File: config.mk
export PLATFORM = sky130hd
export DESIGN_NAME = dsp_pio
export DESIGN_NICKNAME = d
export VERILOG_FILES = /design/src/common/dsp_pkg.sv /design/src/dsp_pio.sv
export SDC_FILE = /design/constraint.sdc
export NUM_CORES = 1
export LEC_CHECK = 0
export BUFFER_PORTS_ARGS = -buffer_cell sky130_fd_sc_hd__clkbuf_2
export CAP_MARGIN = 0
export CELL_PAD_IN_SITES_DETAIL_PLACEMENT = 0
export CELL_PAD_IN_SITES_GLOBAL_PLACEMENT = 2
export CORE_ASPECT_RATIO = 1.25
export CORE_MARGIN = 2
export CORE_UTILIZATION = 26
export CTS_CLUSTER_DIAMETER = 150
export DETAILED_ROUTE_END_ITERATION = 16
export PLACE_DENSITY = 0.75
export REMOVE_ABC_BUFFERS = 1
export SETUP_SLACK_MARGIN = 0.5
export SKIP_LAST_GASP = 1
export SLEW_MARGIN = 40
export SYNTH_ARGS = -nofsm -noshare
export SYNTH_HDL_FRONTEND = slang
export SYNTH_SLANG_ARGS = --single-unit
export TNS_END_PERCENT = 10
File: constraint.sdc
create_clock -name clk -period 1.88 [get_ports clk]
set_input_delay 0.376 -clock clk [delete_from_list [all_inputs] [get_ports clk]]
set_output_delay 0.376 -clock clk [all_outputs]
set_load 0.01 [all_outputs]
File: src/common/dsp_pkg.sv
package dsp_pkg;

    typedef logic [15:0]        word_t;
    typedef logic signed [31:0] prod_t;
    typedef logic signed [35:0] acc_t;

    // Opcode in instruction bits 15:12
    typedef enum logic [3:0] {
        OP_NOP  = 4'd0,
        OP_LDS  = 4'd1,
        OP_LDL  = 4'd2,
        OP_LDM  = 4'd3,
        OP_STM  = 4'd4,
        OP_MAC  = 4'd5,
        OP_MPY  = 4'd6,
        OP_CLR  = 4'd7,
        OP_DO   = 4'd8,
        OP_GOTO = 4'd9
    } op_e;

    // Register select in bits 11:9
    typedef enum logic [2:0] {
        R0  = 3'd0,
        R1  = 3'd1,
        R2  = 3'd2,
        R3  = 3'd3,
        X   = 3'd4,
        Y   = 3'd5,
        PDX = 3'd6,
        A0H = 3'd7
    } reg_e;

    // Source of the shared register bus
    typedef enum logic [1:0] {
        SRC_RAM = 2'd0,
        SRC_DAU = 2'd1,
        SRC_PIO = 2'd2
    } src_e;

    // Field positions
    localparam int OP_LSB   = 12;
    localparam int REG_LSB  = 9;
    localparam int PTR_LSB  = 0;
    localparam int INC_BIT  = 2;
    // LDM/STM with this bit set go to the parallel port instead of RAM
    localparam int IO_BIT   = 8;
    localparam int CNT_W    = 7;
    localparam int GOTO_W   = 12;

    // Bits of the immediate load strobe
    localparam int IMM_SHORT = 0;
    localparam int IMM_LONG  = 1;

    localparam int ROM_AW_DEF = 12;
    localparam int RAM_AW_DEF = 10;

    function automatic word_t sext_short(input logic [8:0] imm);
        return {{7{imm[8]}}, imm};
    endfunction

endpackage

File: src/dsp_pio.sv
`timescale 1ns/1ps

module dsp_pio (
    input  logic           clk,
    input  logic           reset,
    input  logic           cen,
    input  logic           pdx_write,
    input  logic           pdx_read,
    input  dsp_pkg::word_t rmux,
    input  dsp_pkg::word_t pbus_in,
    output dsp_pkg::word_t pbus_out,
    output logic           pods_n,
    output logic           pids_n,
    output dsp_pkg::word_t pio_dout
);
    import dsp_pkg::*;

    word_t in_latch;

    // Strobes last one cen period
    always_ff @(posedge clk) begin
        if (reset) begin
            pbus_out <= '0;
            pods_n   <= 1'b1;
            pids_n   <= 1'b1;
        end else if (cen) begin
            pods_n <= ~pdx_write;
            pids_n <= ~pdx_read;
            if (pdx_write)
                pbus_out <= rmux;
        end
    end

    // Sampled at the end of the input strobe
    always_ff @(posedge clk) begin
        if (cen && !pids_n)
            in_latch <= pbus_in;
    end

    // Forward the bus during the strobe so the load can happen on its last edge
    assign pio_dout = pids_n ? in_latch : pbus_in;

endmodule

# Yosys cells after proc, flatten, opt, wreduce, memory -nomap -nowiden
# Index checks and enable logic that the tools add are counted.
[op_classes] muxes=1 n_bitwise=2 reduce_logical=3
[op_table] op="$mux 16" n=1
[op_table] op="$not 1->1" n=2
[op_table] op="$reduce_and 2->1" n=1
[op_table] op="$logic_and 1x1->1" n=1
[op_table] op="$logic_not 1->1" n=1
[totals] ff_bits=34 in_bits=37 out_inout_bits=34 elab_cells=10

# Longest topological paths before layout
[logic_depth] word_depth=2 mapped_depth=4 ltp_nobuf=2

# Worst setup path before layout
# No wires, ideal clock.
[synth_path] kind="input port to flip-flop" from="input cen" to="register in_latch[0], enable pin" setup_time_ns=0.390 arrival_time_ns=1.447 t_required_ns=1.490 setup_slack_ns=0.043 cell_stages=3 n_path_buf=2 cell_sequence="buf_6 buf_2 nor2b_1"
[synth_between] elab_chain_len=1
[synth_lines] element="start, declared" line_no="dsp_pio.sv:6" rtl="input logic cen,"
[synth_lines] element="$logic_and 1x1->1" line_no="dsp_pio.sv:36" rtl="if (cen && !pids_n)"
[synth_lines] element="end signal, assigned" line_no="dsp_pio.sv:37" rtl="in_latch <= pbus_in;"
[synth_lines] element="end, declared" line_no="dsp_pio.sv:18" rtl="word_t in_latch;"
# Every way passes these cells.
# A chain may end at the register's enable or synchronous reset.

# Final worst setup path
[layout_path] from="register pids_n" to="output pio_dout[0]"
[layout_between] elab_chain_len=1
[layout_lines] element="start, declared" line_no="dsp_pio.sv:13" rtl="output logic pids_n,"
[layout_lines] element="start signal, assigned" line_no="dsp_pio.sv:28" rtl="pids_n <= ~pdx_read;"
[layout_lines] element="$mux 16" line_no="dsp_pio.sv:41" rtl="assign pio_dout = pids_n ? in_latch : pbus_in;"
[layout_lines] element="end, declared" line_no="dsp_pio.sv:14" rtl="output dsp_pkg::word_t pio_dout"
# Every way passes these cells.

==> impl_metrics.py <==
metrics = {
    "clock_network": {
        "worstSkewPairLatency_ns": 0.28,
        "clkTransAtPathRegs_ns": 0.07,
        "ctsRootBufferMaster": "clkbuf_8",
        "cts.path.max_buffers": 2,
        "cts_inserted_buffers": 5,
        "cts_tree": "built",
        "hold_buffers": 0,
        "cts.sink_count": 34,
        "htreeDepth": 2,
    },
    "routing": {
        "drt_pass1_iterations": 2,
        "wl_per_cell_microns": 13.56,
        "ant_nets": 0,
        "avgViaCountPerCell": 4.514,
        "drt-total-wl_mm": 3.457,
        "vias": 1151,
        "drc": 0,
        "drt_iter0_markers": 33,
    },
    "sta": {
        "finalCritPeriodShare": 0.8778,
        "worstMarginPinSlew_ns": 0.5611,
        "slew_headroom": 0.6259,
        "fmax_ghz": 0.6059,
        "period_needed_ns": 1.650,
        "hold_viol_final": 0,
        "setup_viol": 0,
        "rsz0062_at_grt": "true",
        "finClkSkew_ns": 0.001660,
        "fin_tns_setup_ns": 0,
        "final_max_slew_viol_count": 0,
    },
    "final_layout": {
        "final_common_cell": "clkbuf_2",
        "finalInstanceArea_sq_um": 2135,
        "drive_gt1_frac": 0.6190,
        "layout_common_cells": "clkbuf_2 (65), dfxtp_1 (17), nand3_1 (16), edfxtp_1 (16)",
        "num-fill-cells": 596,
        "multi_input_area_sq_um": 631.9,
        "diodes": 0,
        "final_nets": 226,
        "regArea_sq_um": 844.6,
        "area.growth.synth_to_final_pct": 35.50,
    },
    "place": {
        "dpl_cell_area_sq_um": 1961,
        "dpl.hpwl_mm": 2.405,
        "place_congestion": 0.6904,
        "io_buffers": 70,
    },
    "pwr": {
        "peakVddDrop_mv": 0.2016,
        "leakagePower_nw": 0.9431,
        "power_density_nw_per_um2": 729.9,
        "power_mw": 1.558,
    },
    "setup_path": {
        "cp-start-kind": "register",
        "slowest_delay_ns": 0.41,
        "critPathSlowestCell": "dfxtp_4",
        "path_depth": 3,
        "critPathRequiredTime_ns": 1.50,
        "worst_ep_arrival_time_ns": 1.27,
        "r2r-start": "pids_n",
        "path_class": "reg -> out",
        "crit_buf_inv": 2,
        "crit_path_end_kind": "output pin",
        "cp_cell_sequence": "buf_12, mux2_2, clkbuf_2",
        "crit_family": "flip-flops",
        "crit_fanout": 5,
        "r2r_end": "in_latch[4]",
        "r2r_cells": 2,
        "reg2reg_slack_ns": 0.84,
    },
    "floorplan": {
        "chipWidth_microns": 73.62,
        "die_h_microns": 91.03,
        "initial_utilization": 0.2708,
        "io_pins": 71,
        "die_area_sq_um": 6701,
        "coreArea_sq_um": 5818,
        "placementRows": 31,
    },
    "grt": {
        "grt_use_total": 0.1048,
        "first_global_vias": 1129,
        "grt_pass1_wl_mm": 5.409,
        "gr-total-overflow": 0,
        "grt_max_degree": 19,
        "grt_antenna_before_repair": 0,
    },
    "synthesis": {
        "synth_seq_area_share": 0.5338,
        "netlist_area_sq_um": 1575,
        "synthCells": 117,
        "synth_cell_types": 15,
        "avgSynthCellArea_sq_um": 13.46,
        "synth_seq_cells": 34,
        "yosys_warnings": 0,
    },
    "min_path": {
        "whs_path_depth": 1,
        "whs_endpoint": "in_latch[6]",
        "holdCritStartpoint": "pbus_in[6]",
        "hold_class": "in -> reg",
    },
    "outcome": {
        "status": "complete, no violations",
    },
    "job": {
        "drv_cap": 0,
    },
}
==> where the power goes <==
group	switching, mW	internal, mW	total [mW]
Clock	0.251	0.248	0.499
Combinational	0.112	0.132	0.244
Sequential	0.0134	0.802	0.815
==> sequential cells by signal, indices dropped and copies added (netlist names) <==
| register | flops |
|---|---|
| pbus_out | 16 |
| in_latch | 16 |
| pids_n | 1 |
| pods_n | 1 |
==> per-layer routing <==
layer  global-route usage  up-vias  share of wire
li1                     -      570              -
met1               0.1286      524           0.49
met2               0.1667       51           0.42
met3              0.03441        6          0.073
met5                    0        -              0
met4              0.04091        0          0.016
==> worst max-delay path by stage <==
stage | from | end | slack [ns]
floorplan | pids_n | in_latch[0] | 0.07
global placement | pids_n | pio_dout[0] | 0.49
detailed placement | pids_n | pio_dout[1] | 0.47
CTS | pids_n | pio_dout[0] | 0.21
global route | pids_n | pio_dout[14] | 0.19
finish | pids_n | pio_dout[0] | 0.23
==> layout make-up <==
class	instances	area share
Clock buffer	5	0.03224
Clock inverter	2	0.004689
Multi-Input combinational cell	71	0.2960
Sequential cell	34	0.3957
Tap cell	66	0.03869
Timing Repair Buffer	77	0.2327
==> kinds of logic (layout without fill, tap and decap cells) <==
logic type / after synthesis / count (layout) / synth area share
AO/OA/AOI/OAI: 34 / 34 / 0.1930
flip-flops: 34 / 34 / 0.5338
AND/OR/NAND/NOR: 21 / 21 / 0.06752
multiplexers: 16 / 16 / 0.1358
buffers and inverters: 12 / 84 / 0.06990
==> cell usage after synthesis <==
cell type,count,area [sq um]
dfxtp_1,18,360.4
edfxtp_1,16,480.5
nand3_1,16,80.08
a21bo_1,13,130.1
a21oi_2,13,113.9
mux2_4,9,135.1
buf_6,8,90.09
mux2_2,7,78.83
buf_2,4,20.02
a21bo_2,3,30.03
a21oi_1,3,15.01
a21o_1,2,15.01
nand2_1,2,7.510
or2_0,2,12.51
nor2b_1,1,6.260
==> metrics by stage <==
stage,setup slack (ns),hold slack [ns],utilization,cells
2_1_floorplan,0.06821,0.4384,-,105
3_3_place_gp,0.4903,0.5556,0.3370,246
3_5_place_dp,0.4738,0.5634,0.3370,246
4_1_cts,0.2069,0.2786,0.3559,254
5_1_grt,0.1899,0.2791,0.3669,255
6_report,0.2296,0.2891,0.3669,255
==> repair_timing <==
item | 4_1_cts | 5_1_grt
setup buffers | 0 | 0
gates cloned | 1 | 1
resized for setup | 3 | 12
endpoints found under the setup margin | 17 | 16
Note: power is estimated with default switching activity, not from simulation.
