## src/common/dsp_pkg.sv

```systemverilog
package dsp_pkg;

    typedef logic [15:0]        word_t;
    typedef logic signed [31:0] prod_t;
    typedef logic signed [35:0] acc_t;

    // Opcode in instruction bits 15:12
    typedef enum logic [3:0] {
        OP_NOP  = 4'd0,
        OP_LDS  = 4'd1,
        OP_LDL  = 4'd2,
        OP_LDM  = 4'd3,
        OP_STM  = 4'd4,
        OP_MAC  = 4'd5,
        OP_MPY  = 4'd6,
        OP_CLR  = 4'd7,
        OP_DO   = 4'd8,
        OP_GOTO = 4'd9
    } op_e;

    // Register select in bits 11:9
    typedef enum logic [2:0] {
        R0  = 3'd0,
        R1  = 3'd1,
        R2  = 3'd2,
        R3  = 3'd3,
        X   = 3'd4,
        Y   = 3'd5,
        PDX = 3'd6,
        A0H = 3'd7
    } reg_e;

    // Source of the shared register bus
    typedef enum logic [1:0] {
        SRC_RAM = 2'd0,
        SRC_DAU = 2'd1,
        SRC_PIO = 2'd2
    } src_e;

    // Field positions
    localparam int OP_LSB   = 12;
    localparam int REG_LSB  = 9;
    localparam int PTR_LSB  = 0;
    localparam int INC_BIT  = 2;
    // LDM/STM with this bit set go to the parallel port instead of RAM
    localparam int IO_BIT   = 8;
    localparam int CNT_W    = 7;
    localparam int GOTO_W   = 12;

    // Bits of the immediate load strobe
    localparam int IMM_SHORT = 0;
    localparam int IMM_LONG  = 1;

    localparam int ROM_AW_DEF = 12;
    localparam int RAM_AW_DEF = 10;

    function automatic word_t sext_short(input logic [8:0] imm);
        return {{7{imm[8]}}, imm};
    endfunction

endpackage

```

## src/dau/dsp_dau.sv

```systemverilog
`timescale 1ns/1ps

module dsp_dau (
    input  logic           clk,
    input  logic           reset,
    input  logic           cen,
    input  dsp_pkg::reg_e  reg_field,
    input  logic [1:0]     imm_load,
    input  logic           ram_load,
    input  logic           dau_load,
    input  logic           mac_en,
    input  logic           mpy_en,
    input  logic           acc_clr,
    input  logic [8:0]     short_imm,
    input  dsp_pkg::word_t long_imm,
    input  dsp_pkg::word_t ram_dout,
    input  dsp_pkg::word_t rmux,
    output dsp_pkg::word_t r_dau
);
    import dsp_pkg::*;

    word_t x;
    word_t y;
    acc_t  a0;
    prod_t prod;
    word_t load_val;
    logic  any_load;

    assign prod = $signed(x) * $signed(y);

    always_comb begin
        if (imm_load[IMM_LONG])
            load_val = long_imm;
        else if (imm_load[IMM_SHORT])
            load_val = sext_short(short_imm);
        else if (ram_load)
            load_val = ram_dout;
        else
            load_val = rmux;
    end

    assign any_load = |imm_load || ram_load || dau_load;

    always_ff @(posedge clk) begin
        if (reset) begin
            x  <= '0;
            y  <= '0;
            a0 <= '0;
        end else if (cen) begin
            if (acc_clr)
                a0 <= '0;
            else if (mpy_en)
                a0 <= {{4{prod[31]}}, prod};
            else if (mac_en)
                a0 <= a0 + {{4{prod[31]}}, prod};
            if (any_load) begin
                case (reg_field)
                    X:       x <= load_val;
                    Y:       y <= load_val;
                    // Loaded word lands in bits 31:16
                    A0H:     a0 <= {{4{load_val[15]}}, load_val, 16'h0000};
                    default: ;
                endcase
            end
        end
    end

    always_comb begin
        case (reg_field)
            Y:       r_dau = y;
            A0H:     r_dau = a0[31:16];
            default: r_dau = x;
        endcase
    end

endmodule

```

## config.mk

```make
export PLATFORM = sky130hd
export DESIGN_NAME = dsp_dau
export DESIGN_NICKNAME = d
export VERILOG_FILES = /design/src/common/dsp_pkg.sv /design/src/dau/dsp_dau.sv
export SDC_FILE = /design/constraint.sdc
export NUM_CORES = 1
export LEC_CHECK = 0
export ABC_CLOCK_PERIOD_IN_PS = 21600
export BUFFER_PORTS_ARGS = -buffer_cell sky130_fd_sc_hd__buf_4
export CORE_ASPECT_RATIO = 0.5
export CORE_UTILIZATION = 35
export CTS_CLUSTER_DIAMETER = 150
export DETAILED_ROUTE_END_ITERATION = 10
export GPL_TIMING_DRIVEN = 0
export SLEW_MARGIN = 15
export SYNTH_ARGS = -nofsm -noshare
export SYNTH_HDL_FRONTEND = slang
export SYNTH_SLANG_ARGS = --single-unit
```

## constraint.sdc

```tcl
create_clock -name clk -period 21.6 [get_ports clk]
set_clock_uncertainty 0.2 [all_clocks]
set_input_delay 4.32 -clock clk [delete_from_list [all_inputs] [get_ports clk]]
set_output_delay 4.32 -clock clk [all_outputs]
set_load 0.01 [all_outputs]
```

## Word-level counts from Yosys, hierarchy flattened

Cells that the tools add are included.
W data, S select, Z words.

| cells by class | value |
|---|---|
| add/subtract/negate cells | 1 |
| $mul | 1 |
| div/mod/pow operators | 0 |
| $lt $le $gt $ge | 0 |
| equal/unequal tests | 3 |
| shift operators | 0 |
| multiplexer cells | 9 |
| bitwise logic cells | 0 |
| reduce and logical (&&, ||, !) cells | 5 |

Operators with widths:

| kind | count |
|---|---|
| $mux W36 | 5 |
| $mux W16 | 3 |
| $add A36 B36 Y36 | 1 |
| $mul A16 B16 Y32 | 1 |
| $pmux W16 S2 | 1 |
| $eq A3 B3 Y1 const B | 3 |
| $reduce_and A3 Y1 | 2 |
| $logic_or A1 B1 Y1 | 2 |
| $reduce_or A2 Y1 | 1 |

| word-level totals | value |
|---|---|
| bits in registers | 68 |
| latch bits | 0 |
| bits in writable memories | 0 |
| bits in read-only memories | 0 |
| input bits | 70 |
| output and inout port bits | 16 |
| word-level logic and storage cells | 22 |
| memories | 0 |

## Logic depth before layout (Yosys ltp)

Gate-level depths: netlist of run 1.

| depth | value |
|---|---|
| depth after elaboration | 7 |
| gate-level depth with buffers | 34 |
| mapped depth without buffers | 32 |

## Worst setup path after synthesis of run 1

Ideal clock, no wire load.

| timing | value |
|---|---|
| path kind | input -> output |
| from | input port reg_field[1] |
| to | output port r_dau[0] |
| arrival time | 5.559 ns |
| data required time | 17.080 ns |
| slack | 11.521 ns |
| stages on the path | 4 |
| path buffers | 2 |
| cells stage by stage | buf_1 clkbuf_1 mux2i_1 a21oi_1 |

| between the ends | value |
|---|---|
| longest elaborated chain between the ends | 2 |

Ends and longest elaborated chain:

| item | RTL line | source |
|---|---|---|
| start: declaration | dsp_dau.sv:7 | `input dsp_pkg::reg_e reg_field,` |
| $eq A3 B3 Y1 | dsp_dau.sv:69 | `case (reg_field)` |
| $pmux W16 S2 * | dsp_dau.sv:69 |  |
| end: declaration | dsp_dau.sv:18 | `output dsp_pkg::word_t r_dau` |

Every way passes the cells marked *; elsewhere a longest branch is shown, timed or not.

## Worst setup path after layout of run 1

| timing | value |
|---|---|
| from | input port reg_field[1] |
| to | output port r_dau[6] |

Same word-level chain as after synthesis.

==> impl_metrics.env, run 1 <==
export IMPL_status="completed"
export IMPL_pwr_share_clk_pct=39.5
export IMPL_fp_row_count=53
export IMPL_holdCritPathClass="reg2reg"
export IMPL_vias=12922
export IMPL_cp_top_family="buffers and inverters"
export IMPL_syn_to_final_growth_pct=10.9
export IMPL_cts_setup_buffers=0
export IMPL_postSynthCellCount=1833
export IMPL_clock_fmax_mhz=92.8
export IMPL_tightest_slew_ps=1070
export IMPL_utilization_pct=40.0
export IMPL_grt_pass1_vias=12958
export IMPL_initial_core_util_pct=36.0
export IMPL_layout_min_cycle_time_ps=10770
export IMPL_drc=0
export IMPL_period_share_pct=49.9
export IMPL_synth_top_area_share_pct=34.3
export IMPL_synth_seq_area_share_pct=8.35
export IMPL_p_leak_uw=0.00810
export IMPL_fin_area_um2=17000
export IMPL_tritoncts="built"
export IMPL_n_fill_cell=4389
export IMPL_grt_usage_pct=21.4
export IMPL_cp_slowest_cell="clkbuf_1"
export IMPL_rsz0062_at_grt="no"
export IMPL_synth_area_um2=15300
export IMPL_gp_congestion=0.937
export IMPL_coreArea_um2=42600
export IMPL_synth_seq_cells=64
export IMPL_synth_cell_types=80
export IMPL_dpl_cell_area_um2=16700
export IMPL_synth_top_area_cell="fa_1"
export IMPL_switching_share_pct=35.2
export IMPL_start_kind="primary input"
export IMPL_worstSetupEndpointType="output port"
export IMPL_relSlewSlack_pct=28.4
export IMPL_p_comb_share_pct=31.1
export IMPL_synth_flop_cell="dfxtp_1"
export IMPL_hold_viol=0
export IMPL_ir_drop_mv=0.0438
export IMPL_wire_per_inst_um=18.6
export IMPL_cp_data_required_time_ps=17080
export IMPL_cts_buffers=9
export IMPL_initialDrtViolationCount=1012
export IMPL_ctsHtreeMaxLevel=3
export IMPL_path_cells="buf_4 -> buf_1 -> clkbuf_1 -> mux2i_1 -> a21oi_1 -> buf_4"
export IMPL_io_pins=86
export IMPL_crit_buf_inv=4
export IMPL_vias_per_cell=5.16
export IMPL_tns_ps=0
export IMPL_setup_viol=0
export IMPL_critical_path_class="in2out"
export IMPL_power_uw=446
export IMPL_slew_viol_final=0
export IMPL_cts_root_buffer="clkbuf_16"
export IMPL_ctsHoldBuffers=0
export IMPL_drt_first_pass_iters=6
export IMPL_synth_area_top_cells="fa_1 (34%), ha_1 (9.2%), dfxtp_1 (8.4%)"
export IMPL_io_buffers=80
export IMPL_synth_async_sr_flop_share_pct=0
export IMPL_instances_no_fill=2506
export IMPL_syn_avg_cell_area_um2=8.37
export IMPL_p_sw_uw=157
export IMPL_clkTransAtPathRegs_ps=50
export IMPL_antenna_found_initial=0
export IMPL_cp_slowest_stage_delay_ps=630
export IMPL_drt_wl_total_um=46700
export IMPL_cts_resized=0
export IMPL_cts_sinks=64
export IMPL_power_per_cell_area_nw_per_um2=26.2
export IMPL_antennaDiodeCount=0
export IMPL_ys_warnings_count=0
export IMPL_clockBufferDepth=2
export IMPL_pwr_share_seq_pct=29.4
export IMPL_synth_edf_count=0
export IMPL_worstSkewPairLatency_ps=350
export IMPL_drive_above_1_share_pct=6.84
export IMPL_fin_nets=2370
export IMPL_overflow=0
export IMPL_p_int_uw=289
export IMPL_fp_dieH_um=150
export IMPL_worstPathMaxFanout=10
export IMPL_ant_nets=0
export IMPL_cp_common_cell="buf_4"
export IMPL_dp_cells=2490
export IMPL_die_w_um=298
export IMPL_grt_max_degree=14
export IMPL_drv_cap=0
export IMPL_die_area_um2=44700
export IMPL_syn_num_nets=2279
export IMPL_grt_pass1_wl_um=73800
export IMPL_hpwl_um=38600
export IMPL_critPathArrivalTime_ps=6250
cells in the mapped netlist (4+ instances only):
cell and count:
nand2b_1 18, nor4_1 4, a21oi_1 98, nand2_1 163
o31ai_1 5, a31oi_1 9, nand3_1 16, and3_1 4
ha_1 113, nor2_1 146, a21boi_0 5, and2_1 128
o211ai_1 7, nor2b_1 19, clkbuf_1 81, a211oi_1 49
a21o_1 17, mux2i_1 38, nor3_1 32, buf_6 4
o22ai_1 4, o21ai_0 54, o21bai_1 9, o21ai_2 4
xor2_1 9, o21a_1 6, xnor2_1 45, nand4_1 6
a22oi_1 10, fa_1 263, dfxtp_1 64, inv_1 319
or3_1 5
per-layer routing:
layer	vias up	routed length (um)	GRT usage (%)
li1	6055	-	-
met1	6385	21600	30.1
met2	429	20600	33.6
met3	53	3560	4.54
met4	0	932	5.05
met5	-	0	0
power groups by stage:
stage / Clock [uW] / Combinational [uW] / Sequential, uW
global route: 182 / 152 / 131
finish: 176 / 139 / 131
detailed placement: 0 / 135 / 133
global placement: 0 / 136 / 133
floorplan: 0 / 86.8 / 128
CTS: 177 / 137 / 131
sequential cells by signal, indices dropped and copies added (netlist names):
register  flops
y            16
x            16
a0           32
worst paths after layout:
| path | start | to | slack [ps] | cells after the start |
|---|---|---|---|---|
| setup / recovery | reg_field[1] | r_dau[6] | 10830 | 6 |
| hold / removal | a0[0]$_SDFFE_PP0P_ | a0[0]$_SDFFE_PP0P_ | 290 | 2 |
| setup reg to reg | x[8]$_SDFFE_PP0P_ | a0[30]$_SDFFE_PP0P_ | 11700 | 28 |
| hold reg to reg | a0[0]$_SDFFE_PP0P_ | a0[0]$_SDFFE_PP0P_ | 290 | 2 |
final cells by class:
type	count	area, um^2	area share [%]
buffer	91	380	2.24
clock buffer	9	225	1.32
clock inverter	7	125	0.736
inverter	320	1200	7.06
multi-input combinational	1358	12500	73.3
sequential	64	1280	7.53
tap	577	722	4.24
timing repair buffer	80	601	3.53
metrics by stage:
| stage | setup slack [ps] | hold WS, ps |
|---|---|---|
| finish | 10830 | 286 |
| global route | 10750 | 317 |
| CTS | 10840 | 291 |
| detailed placement | 10850 | 282 |
| global placement | 10880 | 273 |
| floorplan | 11520 | 253 |
cell usage in the layout (no fill, tap or decap), drive strengths merged, types with 8 or more instances in the layout:
cell	n
a211oi	52
a21o	18
a21oi	101
a22oi	10
a31oi	10
and2	129
buf	89
clkbuf	90
dfxtp	64
fa	263
ha	113
inv	322
mux2i	38
nand2	163
nand2b	18
nand3	16
nor2	146
nor2b	19
nor3	32
o211ai	8
o21ai	59
o21bai	9
xnor2	45
xor2	9
logic make-up after synthesis:
kind of cell	synth area share, %
and+or+nand+nor	17.6
xor gates and xnor gates	3.08
AOI/OAI and AO/OA	14.5
adders and majority gates	43.6
DFF	8.35
buffers and inverters	10.3
muxes	2.55
worst reg2reg max path, delay by kind of cell (launching register included):
kind / cells / cell delay [ps]
AO/OA/AOI/OAI: 12 / 3290
XOR/XNOR: 1 / 260
adder cells (fa/ha/maj): 8 / 3780
buffers and inverters: 3 / 1260
flip-flops: 1 / 300
AND/OR/NAND/NOR: 4 / 670
No activity file was read; power rests on OpenSTA's default activity.
==> run 2: changes to the inputs <==
ABC_AREA = 1   (was default)
ABC_CLOCK_PERIOD_IN_PS = 8600   (was 21600)
clock period = 8.6 ns   (was 21.6 ns; I/O delays follow)
==> run 2 against run 1 <==
Net effect: via count increased by 17%; sequential share of layout area decreased by 0.37 points; die area increased by 6.7%; largest power group unchanged.
==> impl_metrics.env, run 2 <==
export IMPL_top_regs="a0 x32, x x16, y x16"
export IMPL_synth_async_sr_flop_share_pct=0
export IMPL_synth_top_area_share_pct=32.2
export IMPL_power_per_cell_area_nw_per_um2=60.3
export IMPL_cp_data_required_time_ps=8630
export IMPL_synth_edf_count=0
export IMPL_final_common_cell="inv_1"
export IMPL_relSlewSlack_pct=26.7
export IMPL_worstSetupEndpointType="register"
export IMPL_fin_area_um2=18000
export IMPL_cts_root_buffer="clkbuf_16"
export IMPL_period_share_pct=95.6
export IMPL_clkTransAtPathRegs_ps=60
export IMPL_instances_no_fill=3032
export IMPL_drt_first_pass_iters=5
export IMPL_drv_cap=0
export IMPL_cp_slowest_stage_delay_ps=540
export IMPL_tns_ps=0
export IMPL_grt_usage_pct=24.1
export IMPL_clockBufferDepth=2
export IMPL_synth_area_top_cells="fa_1 (32%), inv_1 (13%), nand2_1 (12%)"
export IMPL_cts_buffers=9
export IMPL_initial_core_util_pct=35.8
export IMPL_synth_seq_cells=64
export IMPL_worstSkewPairLatency_ps=350
export IMPL_antennaDiodeCount=0
export IMPL_ir_drop_mv=0.0822
export IMPL_syn_avg_cell_area_um2=7.03
export IMPL_worstPathMaxFanout=10
export IMPL_syn_to_final_growth_pct=10.2
export IMPL_grt_max_degree=13
export IMPL_top_register="a0"
export IMPL_layout_min_cycle_time_ps=8220
export IMPL_largest_reg_flops=32
export IMPL_start_kind="register"
export IMPL_coreArea_um2=45700
export IMPL_synth_flop_cell="dfxtp_1"
export IMPL_io_pins=86
export IMPL_fp_row_count=55
export IMPL_fin_nets=2846
export IMPL_status="completed"
export IMPL_overflow=0
export IMPL_p_leak_uw=0.00997
export IMPL_synth_cell_types=52
export IMPL_gp_congestion=0.971
export IMPL_hold_path_depth=2
export IMPL_yosysMostFrequentCell="inv_1"
export IMPL_drt_wl_total_um=55100
export IMPL_worstRegToRegCells=36
export IMPL_die_area_um2=47700
export IMPL_critical_path_class="reg2reg"
export IMPL_antenna_found_initial=0
export IMPL_vias=15179
export IMPL_wire_per_inst_um=18.2
export IMPL_die_w_um=308
export IMPL_io_buffers=81
export IMPL_synth_common_cells="inv_1 (568), nand2_1 (522), fa_1 (263)"
export IMPL_place_ws_ps=-61.1
export IMPL_synth_area_um2=16400
export IMPL_cp_slowest_cell="fa_1"
export IMPL_clock_fmax_mhz=122
export IMPL_hold_viol=0
export IMPL_slew_viol_final=0
export IMPL_ys_warnings_count=0
export IMPL_utilization_pct=39.5
export IMPL_tritoncts="built"
export IMPL_syn_num_nets=2775
export IMPL_ctsHoldBuffers=0
export IMPL_final_cell_mix="inv_1 (567), nand2_1 (522), fa_1 (263)"
export IMPL_ctsHtreeMaxLevel=3
export IMPL_grt_pass1_vias=15317
export IMPL_grt_pass1_wl_um=88100
export IMPL_synth_top_area_cell="fa_1"
export IMPL_tightest_slew_ps=1090
export IMPL_initialDrtViolationCount=1428
export IMPL_rsz0062_at_grt="no"
export IMPL_vias_per_cell=5.01
export IMPL_cts_sinks=64
export IMPL_ant_nets=0
export IMPL_fp_dieH_um=155
export IMPL_cp_common_cell="inv_1"
export IMPL_hpwl_um=46100
export IMPL_drc=0
export IMPL_critPathArrivalTime_ps=8250
export IMPL_synth_seq_area_share_pct=7.83
export IMPL_dpl_cell_area_um2=17800
export IMPL_holdCritPathClass="reg2reg"
export IMPL_worst_slack_ps=377
export IMPL_dp_cells=3037
export IMPL_drive_above_1_share_pct=8.81
export IMPL_setup_viol=0
export IMPL_postSynthCellCount=2329
==> run 2: cell types whose count changed in the layout (fill, tap and decap cells not counted), sizes merged, moves of 60 or more <==
cell   change
nand2    +373
o21ai     +76
inv      +251
a21oi     +62
nand3     +60
and2     -128
==> run 2: logic make-up after synthesis <==
family	Yosys count	synth area share, %
compound gates	375	13.1
xor+xnor	36	1.97
fa+ha+maj	376	40.8
buf+inv	682	15.7
flops	64	7.83
simple gates	796	20.5
==> run 2: path summary, 6_finish.rpt <==
path,to,slack (ps),startpoint
setup reg to reg,a0[31]$_SDFFE_PP0P_,380,y[4]$_SDFFE_PP0P_
hold reg to reg,a0[11]$_SDFFE_PP0P_,290,a0[11]$_SDFFE_PP0P_
hold / removal,a0[11]$_SDFFE_PP0P_,290,a0[11]$_SDFFE_PP0P_
setup / recovery,a0[31]$_SDFFE_PP0P_,380,y[4]$_SDFFE_PP0P_
==> run 2: repair_timing <==
item | 4_1_cts | 5_1_grt
endpoints found under the hold margin | 0 | 0
setup endpoints to repair | 6 | 15
gates resized for setup | 1 | 64
pin swaps | 0 | 0
buffers inserted | 0 | 1
==> run 2: area by class of cell <==
type                    count  area, um^2
fillers                  4940       27700
multi-input cells        1583       12500
inverters                 574        2160
flip-flops and latches     64        1290
well taps                 627         785
repair buffers             82         616
plain buffers              86         375
clock buffers              10         239
clock inverters             6        67.6
==> run 2: power by group <==
group	switching, uW	total, uW	leakage, uW	internal (uW)
clock network	152	386	0.000145	233
registers	25.3	335	0.000526	309
logic	241	367	0.00930	126
==> run 2: per-stage QoR <==
| stage | power (uW) | hold slack (ps) |
|---|---|---|
| after global placement | 698 | 272 |
| after floorplan | 550 | 261 |
| after global routing | 1140 | 307 |
| after detailed placement | 700 | 280 |
| after CTS | 1080 | 292 |
| final | 1090 | 289 |
==> run 2: critical path, delay by kind of cell (launching register included) <==
kind / cells / cell delay, ps
buf+inv: 9 / 1350
simple gates: 15 / 2060
fa+ha+maj: 8 / 3700
compound gates: 4 / 500
flops: 1 / 300
==> run 2: layer usage <==
metal	up-vias	wire length, um	track usage, %
met4	0	1210	5.38
met1	7432	25100	34.4
met3	76	3850	2.66
li1	7179	-	-
met2	492	24900	39.2
met5	-	0	0
