===== src/common/dsp_pkg.sv =====
package dsp_pkg;

    typedef logic [15:0]        word_t;
    typedef logic signed [31:0] prod_t;
    typedef logic signed [35:0] acc_t;

    // Opcode in instruction bits 15:12
    typedef enum logic [3:0] {
        OP_NOP  = 4'd0,
        OP_LDS  = 4'd1,
        OP_LDL  = 4'd2,
        OP_LDM  = 4'd3,
        OP_STM  = 4'd4,
        OP_MAC  = 4'd5,
        OP_MPY  = 4'd6,
        OP_CLR  = 4'd7,
        OP_DO   = 4'd8,
        OP_GOTO = 4'd9
    } op_e;

    // Register select in bits 11:9
    typedef enum logic [2:0] {
        R0  = 3'd0,
        R1  = 3'd1,
        R2  = 3'd2,
        R3  = 3'd3,
        X   = 3'd4,
        Y   = 3'd5,
        PDX = 3'd6,
        A0H = 3'd7
    } reg_e;

    // Source of the shared register bus
    typedef enum logic [1:0] {
        SRC_RAM = 2'd0,
        SRC_DAU = 2'd1,
        SRC_PIO = 2'd2
    } src_e;

    // Field positions
    localparam int OP_LSB   = 12;
    localparam int REG_LSB  = 9;
    localparam int PTR_LSB  = 0;
    localparam int INC_BIT  = 2;
    // LDM/STM with this bit set go to the parallel port instead of RAM
    localparam int IO_BIT   = 8;
    localparam int CNT_W    = 7;
    localparam int GOTO_W   = 12;

    // Bits of the immediate load strobe
    localparam int IMM_SHORT = 0;
    localparam int IMM_LONG  = 1;

    localparam int ROM_AW_DEF = 12;
    localparam int RAM_AW_DEF = 10;

    function automatic word_t sext_short(input logic [8:0] imm);
        return {{7{imm[8]}}, imm};
    endfunction

endpackage


===== src/rom/dsp_rom_aau.sv =====
`timescale 1ns/1ps

module dsp_rom_aau #(
    parameter int ROM_AW = dsp_pkg::ROM_AW_DEF
) (
    input  logic              clk,
    input  logic              reset,
    input  logic              cen,
    input  logic              goto_en,
    input  logic [11:0]       goto_addr,
    input  logic              long_skip,
    input  logic              pc_hold,
    output logic [ROM_AW-1:0] rom_addr
);

    logic [ROM_AW-1:0] pc;

    // PC points at the word being fetched, one ahead of the decoder.
    // An operand word always moves on, even inside a repeat.
    always_ff @(posedge clk) begin
        if (reset) begin
            pc <= '0;
        end else if (cen) begin
            if (goto_en)
                pc <= ROM_AW'(goto_addr);
            else if (!pc_hold || long_skip)
                pc <= pc + 1'b1;
        end
    end

    assign rom_addr = pc;

endmodule


===== config.mk =====
export PLATFORM = sky130hd
export DESIGN_NAME = dsp_rom_aau
export DESIGN_NICKNAME = d
export VERILOG_FILES = /design/src/common/dsp_pkg.sv /design/src/rom/dsp_rom_aau.sv
export SDC_FILE = /design/constraint.sdc
export NUM_CORES = 1
export LEC_CHECK = 0
export BUFFER_PORTS_ARGS = -buffer_cell sky130_fd_sc_hd__buf_2
export CAP_MARGIN = 20
export CORE_MARGIN = 4
export CORE_UTILIZATION = 53
export CTS_BUF_LIST = sky130_fd_sc_hd__clkbuf_8
export DETAILED_ROUTE_END_ITERATION = 8
export PLACE_DENSITY = 0.95
export SETUP_SLACK_MARGIN = 0.5
export SLEW_MARGIN = 25
export SYNTH_ARGS = -nofsm -noshare
export SYNTH_HDL_FRONTEND = slang
export SYNTH_SLANG_ARGS = --single-unit
export TNS_END_PERCENT = 5

===== constraint.sdc =====
create_clock -name clk -period 4.75 [get_ports clk]
set_clock_uncertainty 0.2 [all_clocks]
set_input_delay 0.95 -clock clk [delete_from_list [all_inputs] [get_ports clk]]
set_output_delay 0.95 -clock clk [all_outputs]
set_load 0.1 [all_outputs]

; ---- Yosys cells after proc, flatten, opt, wreduce, memory -nomap -nowiden
; Index checks and enable logic that the tools add are counted.
[classes]
add_sub_neg = 1
multipliers = 0
div_mod_pow = 0
magnitude_cmp = 0
eq_ne = 0
shift = 0
muxes = 2
n_bitwise = 0
n_reduce_logical = 4
[ops]
columns = cell, n
row1 = 2-to-1 mux 12 bit, 2
row2 = "adder 12 x 1 -> 12 bit, second input constant", 1
row3 = AND reduction 2 bit, 1
row4 = nonzero test 2 bit, 1
row5 = logical NOT 1 bit, 1
row6 = logical OR 1 bit, 1
[totals]
regBits = 12
latchBits = 0
ramBits = 0
mem_bits_ro = 0
inputBits = 18
out_inout_bits = 12
word_cells = 8
n_memories = 0

; ---- Logic depth before layout (Yosys ltp)
; Gate-level depths: netlist of run 1.
[logic_depth]
depth_word = 4
mapped_depth = 6
ltp_nobuf = 5

; ---- Worst setup path before layout of run 1
; OpenSTA, ideal clock, no wires.
[synth_timing]
path_type = reg2reg
start = register pc[1] (netlist: rom_addr[1])
end = register pc[10] (netlist: rom_addr[10])
setup_ps = 132
t_arrival_ps = 2247
t_required_ps = 4418
slack_ps = 2172
stages_incl_launch_ff = 6
path_buffers = 0
period_less_slack_ps = 2578
path_cell_list = dfxtp_1 > ha_1 > nand4_1 > or4_1 > a21oi_1 > nor3_1
[synth_between]
elab_chain_len = 3
[synth_lines]
columns = item, line
row1 = from (decl), dsp_rom_aau.sv:16  ; logic [ROM_AW-1:0] pc;
row2 = from (signal assigned), dsp_rom_aau.sv:25  ; pc <= ROM_AW'(goto_addr);
row3 = from (signal assigned), dsp_rom_aau.sv:27  ; pc <= pc + 1'b1;
row4 = adder 12 x 1 -> 12 bit, dsp_rom_aau.sv:27
row5 = 2-to-1 mux 12 bit, dsp_rom_aau.sv:26  ; else if (!pc_hold || long_skip)
row6 = 2-to-1 mux 12 bit, dsp_rom_aau.sv:24  ; if (goto_en)
; Every way passes these cells. The select of a mux whose other input is x is not followed.
; A chain may end at the register's enable or synchronous reset.

; ---- Final worst setup path of run 1
[layout_timing]
start = input goto_en
end = register pc[6] (netlist: rom_addr[6])
[layout_between]
elab_chain_len = 2
word_cells_on_any_way = 3
cone_classes = mux: 1 / reduce/logical: 2
[layout_lines]
columns = item, line
row1 = from (decl), dsp_rom_aau.sv:9  ; input logic goto_en,
row2 = nonzero test 2 bit (no source line), --
row3 = AND reduction 2 bit (no source line), --
; Parallel ways exist; a longest one is shown, timed or not.

==> results.cfg, run 1 <==
[global_route]
grt_first_pass_wirelength_um = 3440
grt_remaining_overflow = 0
grt_start_max_net_pins = 32
grt_usage = 0.221
grt_antenna_before_repair = 0
vias_in_the_first_global_route = 837

[worst_setup_path]
cp-start-kind = input port
worst_r2r_path_depth = 5
worst-setup-path-type = input port to register
worstSetupEndpointType = register
reg2reg_slack_ns = 2.70
worst_r2r_endpoint = rom_addr[10]
worstPathMaxFanout = 31
cp_data_arrival_time_ns = 2.70
cp_data_required_time_ns = 4.69
timing.rr.start = rom_addr[1]

[placement]
dp.final_hpwl_um = 1520
routability_congestion_estimate_from_global_placement = 0.823
portBuffers = 29
placed_cells_incl_taps = 139

[finish]
layout.nets = 148
mostFrequentLayoutCell = sky130_fd_sc_hd__buf_2
largest_register_ff_count = 12
synthesis_to_finish_area_growth_pct = 22.2
layout.cells.most_common_list = sky130_fd_sc_hd__buf_2, sky130_fd_sc_hd__dfxtp_1, sky130_fd_sc_hd__nand2_1, sky130_fd_sc_hd__a21oi_1
finalCoreUtilization = 0.710
layout.cells.non_filler = 142
post_route_cells_drive_above_1_share = 0.291
n_diodes = 0

[clocking]
number_of_buffers_on_the_longest_clock_path = 2
cts_buffers = 3
cts_hold_buf = 0
root_buffer_selected_by_cts = sky130_fd_sc_hd__clkbuf_8
tritoncts = done
clkLatencyLatePin_ns = 0.24
clock_sink_count = 12
cts.htree.levels = 1
cts.repair.resized = 0
post-cts-setup-buffer-count = 0
cts.clk_slew.worst_paths_ns = 0.05

[sta]
final_period_utilization = 0.580
slew_violations = 0
timing.slew.headroom = 0.486
totalNegativeSetupSlack_ns = 0
setup_repair_after_global_routing_missed_its_margin = no
timing_worst_slew_pin_value_ns = 0.769
max_clock_freq_mhz = 363
min_period_ns = 2.76
final-hold-violation-count = 0
finalSetupViolations = 0

[synth]
yosys_warnings = 0
yosys_register_bits = 12
postSynthCellCount = 102
count_of_unique_library_cells_instantiated_by_yosys = 33
syn_nets = 121
syn-mean-instance-area_um2 = 7.69
mappedNetlistArea_um2 = 785
synth-seq-area-share = 0.306

[job]
cap_viol_max_count = 0

[routing]
route.met3.wl_um = 190
finalWirelength_um = 2280
avgViaCountPerCell = 6.71
dr.first_iter.drc_count = 40
detailed_route_wirelength_on_metal2_um = 1100
detail_route.first_pass.iterations = 4
drt.antenna.violating_nets = 0
detail_route.wl_per_cell_um = 16.0
num_vias = 953
met1Wirelength_um = 891
highest_layer = met4
route.detailed.drc = 0

[hold_path]
hold_end = rom_addr[9]
worstHoldPathType = register to register
hold_depth = 2
worstHoldStart = rom_addr[9]

[floorplan]
core_area_mm2 = 0.00135
floorplan.io_pins = 30
die_height_um = 46.5
die_w_um = 46.5
fp_rows = 13
die_area_mm2 = 0.00216
starting_utilization_of_the_core_area = 0.581

[pwr]
total_power_w = 0.000303
ir_worst_vdd_uv = 183
standby_leakage_power_nw = 0.385
power_per_cell_area_mw_per_mm2 = 316

[outcome]
status = complete, no violations
where the power goes:
group          switching (W)  internal [W]
Sequential         0.0000104      0.000107
Combinational      0.0000682     0.0000208
Clock              0.0000403     0.0000561
Total               0.000119      0.000184
area by class of cell:
type,instances,area [µm²]
clock buffers,3,41.3
flip-flops and latches,12,240
fillers,109,392
inverters,2,7.51
well taps,15,18.8
multi-input cells,81,505
repair buffers,29,145
worst max-delay path by stage:
stage / startpoint / end / cells past startpoint / slack, ns
floorplan: rom_addr[1] / rom_addr[10] / 5 / 2.17
global placement: goto_en / rom_addr[9] / 5 / 1.87
detailed placement: goto_en / rom_addr[9] / 5 / 1.83
CTS: goto_en / rom_addr[6] / 5 / 2.04
global route: goto_en / rom_addr[9] / 5 / 1.84
finish: goto_en / rom_addr[6] / 5 / 1.99
cells in the mapped netlist:
cell,count,area (µm²)
sky130_fd_sc_hd__a211oi_1,2,15.0
sky130_fd_sc_hd__a21o_1,2,15.0
sky130_fd_sc_hd__a21oi_1,9,45.0
sky130_fd_sc_hd__a221oi_1,1,8.76
sky130_fd_sc_hd__a31o_2,2,17.5
sky130_fd_sc_hd__a31oi_1,2,12.5
sky130_fd_sc_hd__a41oi_1,1,8.76
sky130_fd_sc_hd__and4_1,1,8.76
sky130_fd_sc_hd__and4_2,1,10.0
sky130_fd_sc_hd__buf_1,2,7.51
sky130_fd_sc_hd__buf_2,4,20.0
sky130_fd_sc_hd__clkbuf_1,1,3.75
sky130_fd_sc_hd__dfxtp_1,12,240
sky130_fd_sc_hd__ha_1,1,12.5
sky130_fd_sc_hd__inv_1,2,7.51
sky130_fd_sc_hd__mux2i_1,4,40.0
sky130_fd_sc_hd__nand2_1,11,41.3
sky130_fd_sc_hd__nand2b_1,5,31.3
sky130_fd_sc_hd__nand3_1,4,20.0
sky130_fd_sc_hd__nand3_2,1,10.0
sky130_fd_sc_hd__nand4_1,3,18.8
sky130_fd_sc_hd__nor2_1,6,22.5
sky130_fd_sc_hd__nor3_1,3,15.0
sky130_fd_sc_hd__nor3b_1,1,7.51
sky130_fd_sc_hd__nor4_1,4,25.0
sky130_fd_sc_hd__nor4_2,1,12.5
sky130_fd_sc_hd__o21a_1,2,15.0
sky130_fd_sc_hd__o21ai_0,6,30.0
sky130_fd_sc_hd__o31ai_1,2,15.0
sky130_fd_sc_hd__o32ai_1,2,17.5
sky130_fd_sc_hd__o41ai_1,1,8.76
sky130_fd_sc_hd__or3_1,1,6.26
sky130_fd_sc_hd__or4_1,2,15.0
layer usage:
layer,vias to the layer above,track usage
met2,56,0.349
met3,11,0.0430
li1,440,-
met1,446,0.252
met5,-,0
met4,0,0.182
critical path, stage by stage:
cell and delay (ns):
sky130_fd_sc_hd__buf_2 0.42, sky130_fd_sc_hd__nor3b_1 0.17, sky130_fd_sc_hd__nor2_1 0.62, sky130_fd_sc_hd__a21oi_1 0.20, sky130_fd_sc_hd__nor4_1 0.33
metrics by stage:
step,setup slack (ns),instance area [µm²],hold WS (ns)
2_1_floorplan,2.17,785,0.749
3_3_place_gp,1.87,917,0.305
3_5_place_dp,1.83,917,0.314
4_1_cts,2.04,958,0.321
5_1_grt,1.84,958,0.368
6_report,1.99,958,0.319
kinds of logic (layout without fill, tap and decap cells):
kind of cell             count (synthesis)  count (layout)  share of synthesized area
AO/OA/AOI/OAI                           32              32                      0.266
buffers and inverters                    9              34                     0.0494
adder cells (fa/ha/maj)                  1               1                     0.0159
multiplexers                             4               4                     0.0510
flip-flops                              12              12                      0.306
AND/OR/NAND/NOR                         44              44                      0.311
No activity file was read; power rests on OpenSTA's default activity.
==> run 2, diff against run 1 <==
--- a/config.mk
+++ b/config.mk
@@ -5,13 +5,14 @@
 export SDC_FILE = /design/constraint.sdc
 export NUM_CORES = 1
 export LEC_CHECK = 0
+export ABC_AREA = 1
 export BUFFER_PORTS_ARGS = -buffer_cell sky130_fd_sc_hd__buf_2
 export CAP_MARGIN = 20
 export CORE_MARGIN = 4
-export CORE_UTILIZATION = 53
+export CORE_UTILIZATION = 46
 export CTS_BUF_LIST = sky130_fd_sc_hd__clkbuf_8
 export DETAILED_ROUTE_END_ITERATION = 8
-export PLACE_DENSITY = 0.95
+export PLACE_DENSITY = 0.88
 export SETUP_SLACK_MARGIN = 0.5
 export SLEW_MARGIN = 25
 export SYNTH_ARGS = -nofsm -noshare
==> constraint.sdc (replaced) <==
create_clock -name clk -period 2.3 [get_ports clk]
set_clock_uncertainty 0.2 [all_clocks]
set_input_delay 0.46 -clock clk [delete_from_list [all_inputs] [get_ports clk]]
set_output_delay 0.46 -clock clk [all_outputs]
set_load 0.1 [all_outputs]
==> run 2 against run 1 <==
  * Critical path depth shrank 4
  * Die area grew 22%
  * Routed wire length shrank 2.7%
  * Clock power grew 110%
  * Combinational power grew 120%
  * Cell count grew 31%
  * Global-route usage shrank 3.7 points
  * Total power grew 110%
  * Sequential share of layout area shrank 0.74 points
  * Critical endpoint is now rom_addr[3]
  * Highest routed layer unchanged
==> results.cfg, run 2 <==
[global_route]
grt_antenna_before_repair = 0
grt_usage = 0.183
vias_in_the_first_global_route = 885
grt_first_pass_wirelength_um = 3660
grt_remaining_overflow = 0
grt_start_max_net_pins = 16

[clocking]
post-cts-setup-buffer-count = 0
cts.htree.levels = 1
number_of_buffers_on_the_longest_clock_path = 2
cts_buffers = 3
cts.clk_slew.worst_paths_ns = 0.05
clkLatencyLatePin_ns = 0.25
cts_hold_buf = 0
clock_sink_count = 12
tritoncts = done
cts.repair.resized = 0
root_buffer_selected_by_cts = sky130_fd_sc_hd__clkbuf_8

[worst_setup_path]
cp-start-kind = register
worstPathMaxFanout = 5
timing.critical_path.buf_inv = 1
timing.rr.start = rom_addr[0]
cp_data_required_time_ns = 1.64
worstSetupEndpointType = output pin
worst-setup-path-type = register to output pin
timing.critical_path.slowest_cell_delay_ns = 0.46
slowest_cell_on_the_critical_path = sky130_fd_sc_hd__buf_2
cell_family_with_most_cp_delay = buffers and inverters
worst_r2r_path_depth = 8
reg2reg_slack_ns = 0.74
crit_chain = buf_2
worst_r2r_endpoint = rom_addr[10]
cp_data_arrival_time_ns = 1.11

[synth]
syn_nets = 151
synth-seq-area-share = 0.278
synth.top_cells.by_count = sky130_fd_sc_hd__nand2_1, sky130_fd_sc_hd__nor2_1, sky130_fd_sc_hd__dfxtp_1, sky130_fd_sc_hd__nand3_1, sky130_fd_sc_hd__o21ai_0
synthDominantCellAreaShare = 0.278
synthTopCellsByArea = sky130_fd_sc_hd__dfxtp_1, sky130_fd_sc_hd__nand2_1, sky130_fd_sc_hd__nor2_1
count_of_unique_library_cells_instantiated_by_yosys = 22
yosys_warnings = 0
yosysTopAreaCell = sky130_fd_sc_hd__dfxtp_1
mappedNetlistArea_um2 = 865
async_flop_share = 0
postSynthCellCount = 132
yosys_register_bits = 12
synth_top_flop_cell = sky130_fd_sc_hd__dfxtp_1
syn-mean-instance-area_um2 = 6.55
synth_most_common_cell = sky130_fd_sc_hd__nand2_1
number_of_enable_flip_flop_cells_after_synthesis = 0

[finish]
largest_register_ff_count = 12
layout.nets = 181
layout.cells.most_common_list = sky130_fd_sc_hd__nand2_1, sky130_fd_sc_hd__buf_2, sky130_fd_sc_hd__nor2_1, sky130_fd_sc_hd__nand3_1
mostFrequentLayoutCell = sky130_fd_sc_hd__nand2_1
synthesis_to_finish_area_growth_pct = 22.6
finalCoreUtilization = 0.607
n_diodes = 0
post_route_cells_drive_above_1_share = 0.354

[routing]
drt.antenna.violating_nets = 0
avgViaCountPerCell = 5.23
route.detailed.drc = 0
num_vias = 972
finalWirelength_um = 2220
dr.first_iter.drc_count = 48
detail_route.wl_per_cell_um = 11.9
detail_route.first_pass.iterations = 4

[floorplan]
die_w_um = 51.4
fp_rows = 15
die_height_um = 51.4
starting_utilization_of_the_core_area = 0.495
die_area_mm2 = 0.00264
core_area_mm2 = 0.00175
floorplan.io_pins = 30

[hold_path]
hold_end = rom_addr[1]
worstHoldPathType = input port to register
worstHoldStart = goto_addr[1]
hold_depth = 3

[job]
cap_viol_max_count = 0

[placement]
dp.final_hpwl_um = 1630
portBuffers = 29
routability_congestion_estimate_from_global_placement = 0.860

[sta]
min_period_ns = 1.77
timing.slew.headroom = 0.667
final-hold-violation-count = 0
totalNegativeSetupSlack_ns = 0
slew_violations = 0
timing_worst_slew_pin_value_ns = 0.503
finalSetupViolations = 0
max_clock_freq_mhz = 566
holdWs_ns = 0.285
final_period_utilization = 0.768
setup_repair_after_global_routing_missed_its_margin = no

[pwr]
standby_leakage_power_nw = 0.477
ir_worst_vdd_uv = 524
power_per_cell_area_mw_per_mm2 = 600

[outcome]
status = complete, no violations
-- run 2: layer usage --
metal,GRT usage,part of all wire,vias to the layer above
li1,-,-,491
met1,0.228,0.42,428
met2,0.303,0.48,48
met3,0.0321,0.075,5
met4,0.0917,0.026,0
met5,0,0,-
-- run 2: report_power, final --
part	total (W)	switching (W)	internal, W	leakage, nW
sequential	0.000242	0.0000189	0.000223	0.103
combinational	0.000192	0.000149	0.0000429	0.347
clock	0.000202	0.0000835	0.000118	0.0269
total	0.000636	0.000252	0.000384	0.477
-- run 2: per-stage QoR --
| step | cell area, µm² | std cells | total power, W | setup WS, ns |
|---|---|---|---|---|
| floorplan | 882 | 132 | 0.000403 | 0.456 |
| global placement | 1010 | 182 | 0.000433 | 0.579 |
| detailed placement | 1010 | 182 | 0.000437 | 0.505 |
| CTS | 1060 | 186 | 0.000636 | 0.544 |
| global route | 1060 | 186 | 0.000663 | 0.516 |
| finish | 1060 | 186 | 0.000636 | 0.534 |
-- run 2: worst max path at each step --
stage | from | to | slack (ns) | cells after the start
2_1_floorplan | rom_addr[10] | rom_addr[11] | 0.46 | 7
3_3_place_gp | goto_en | rom_addr[4] | 0.58 | 5
6_report | rom_addr[3] | rom_addr[3] | 0.53 | 1
5_1_grt | rom_addr[10] | rom_addr[10] | 0.52 | 1
3_5_place_dp | goto_en | rom_addr[4] | 0.50 | 5
4_1_cts | rom_addr[3] | rom_addr[3] | 0.54 | 1
-- run 2: final cells by class --
class	count	area, µm²
Fill cell	169	686
Clock buffer	3	41.3
Multi-Input combinational cell	105	539
Inverter	11	41.3
Timing Repair Buffer	29	145
Clock inverter	1	3.75
Sequential cell	12	258
Tap cell	25	31.3
-- run 2: kinds of logic (layout without fill, tap and decap cells) --
family | after synthesis | in the layout | share of synthesized area
AOI/OAI and AO/OA | 24 | 24 | 0.162
DFF | 12 | 12 | 0.278
and+or+nand+nor | 79 | 79 | 0.437
xor gates and xnor gates | 1 | 1 | 0.0101
buffers and inverters | 15 | 44 | 0.0984
adders and majority gates | 1 | 1 | 0.0145
-- run 2: worst reg2reg max path, cell delays in order (launching register included) --
cell                      delay [ns]
sky130_fd_sc_hd__dfxtp_4        0.37
sky130_fd_sc_hd__ha_1           0.22
sky130_fd_sc_hd__nand3_1        0.15
sky130_fd_sc_hd__nor2_4         0.15
sky130_fd_sc_hd__nand2_1        0.08
sky130_fd_sc_hd__nand2_1        0.07
sky130_fd_sc_hd__nand3_1        0.07
sky130_fd_sc_hd__nand2_1        0.09
sky130_fd_sc_hd__a21oi_2        0.05
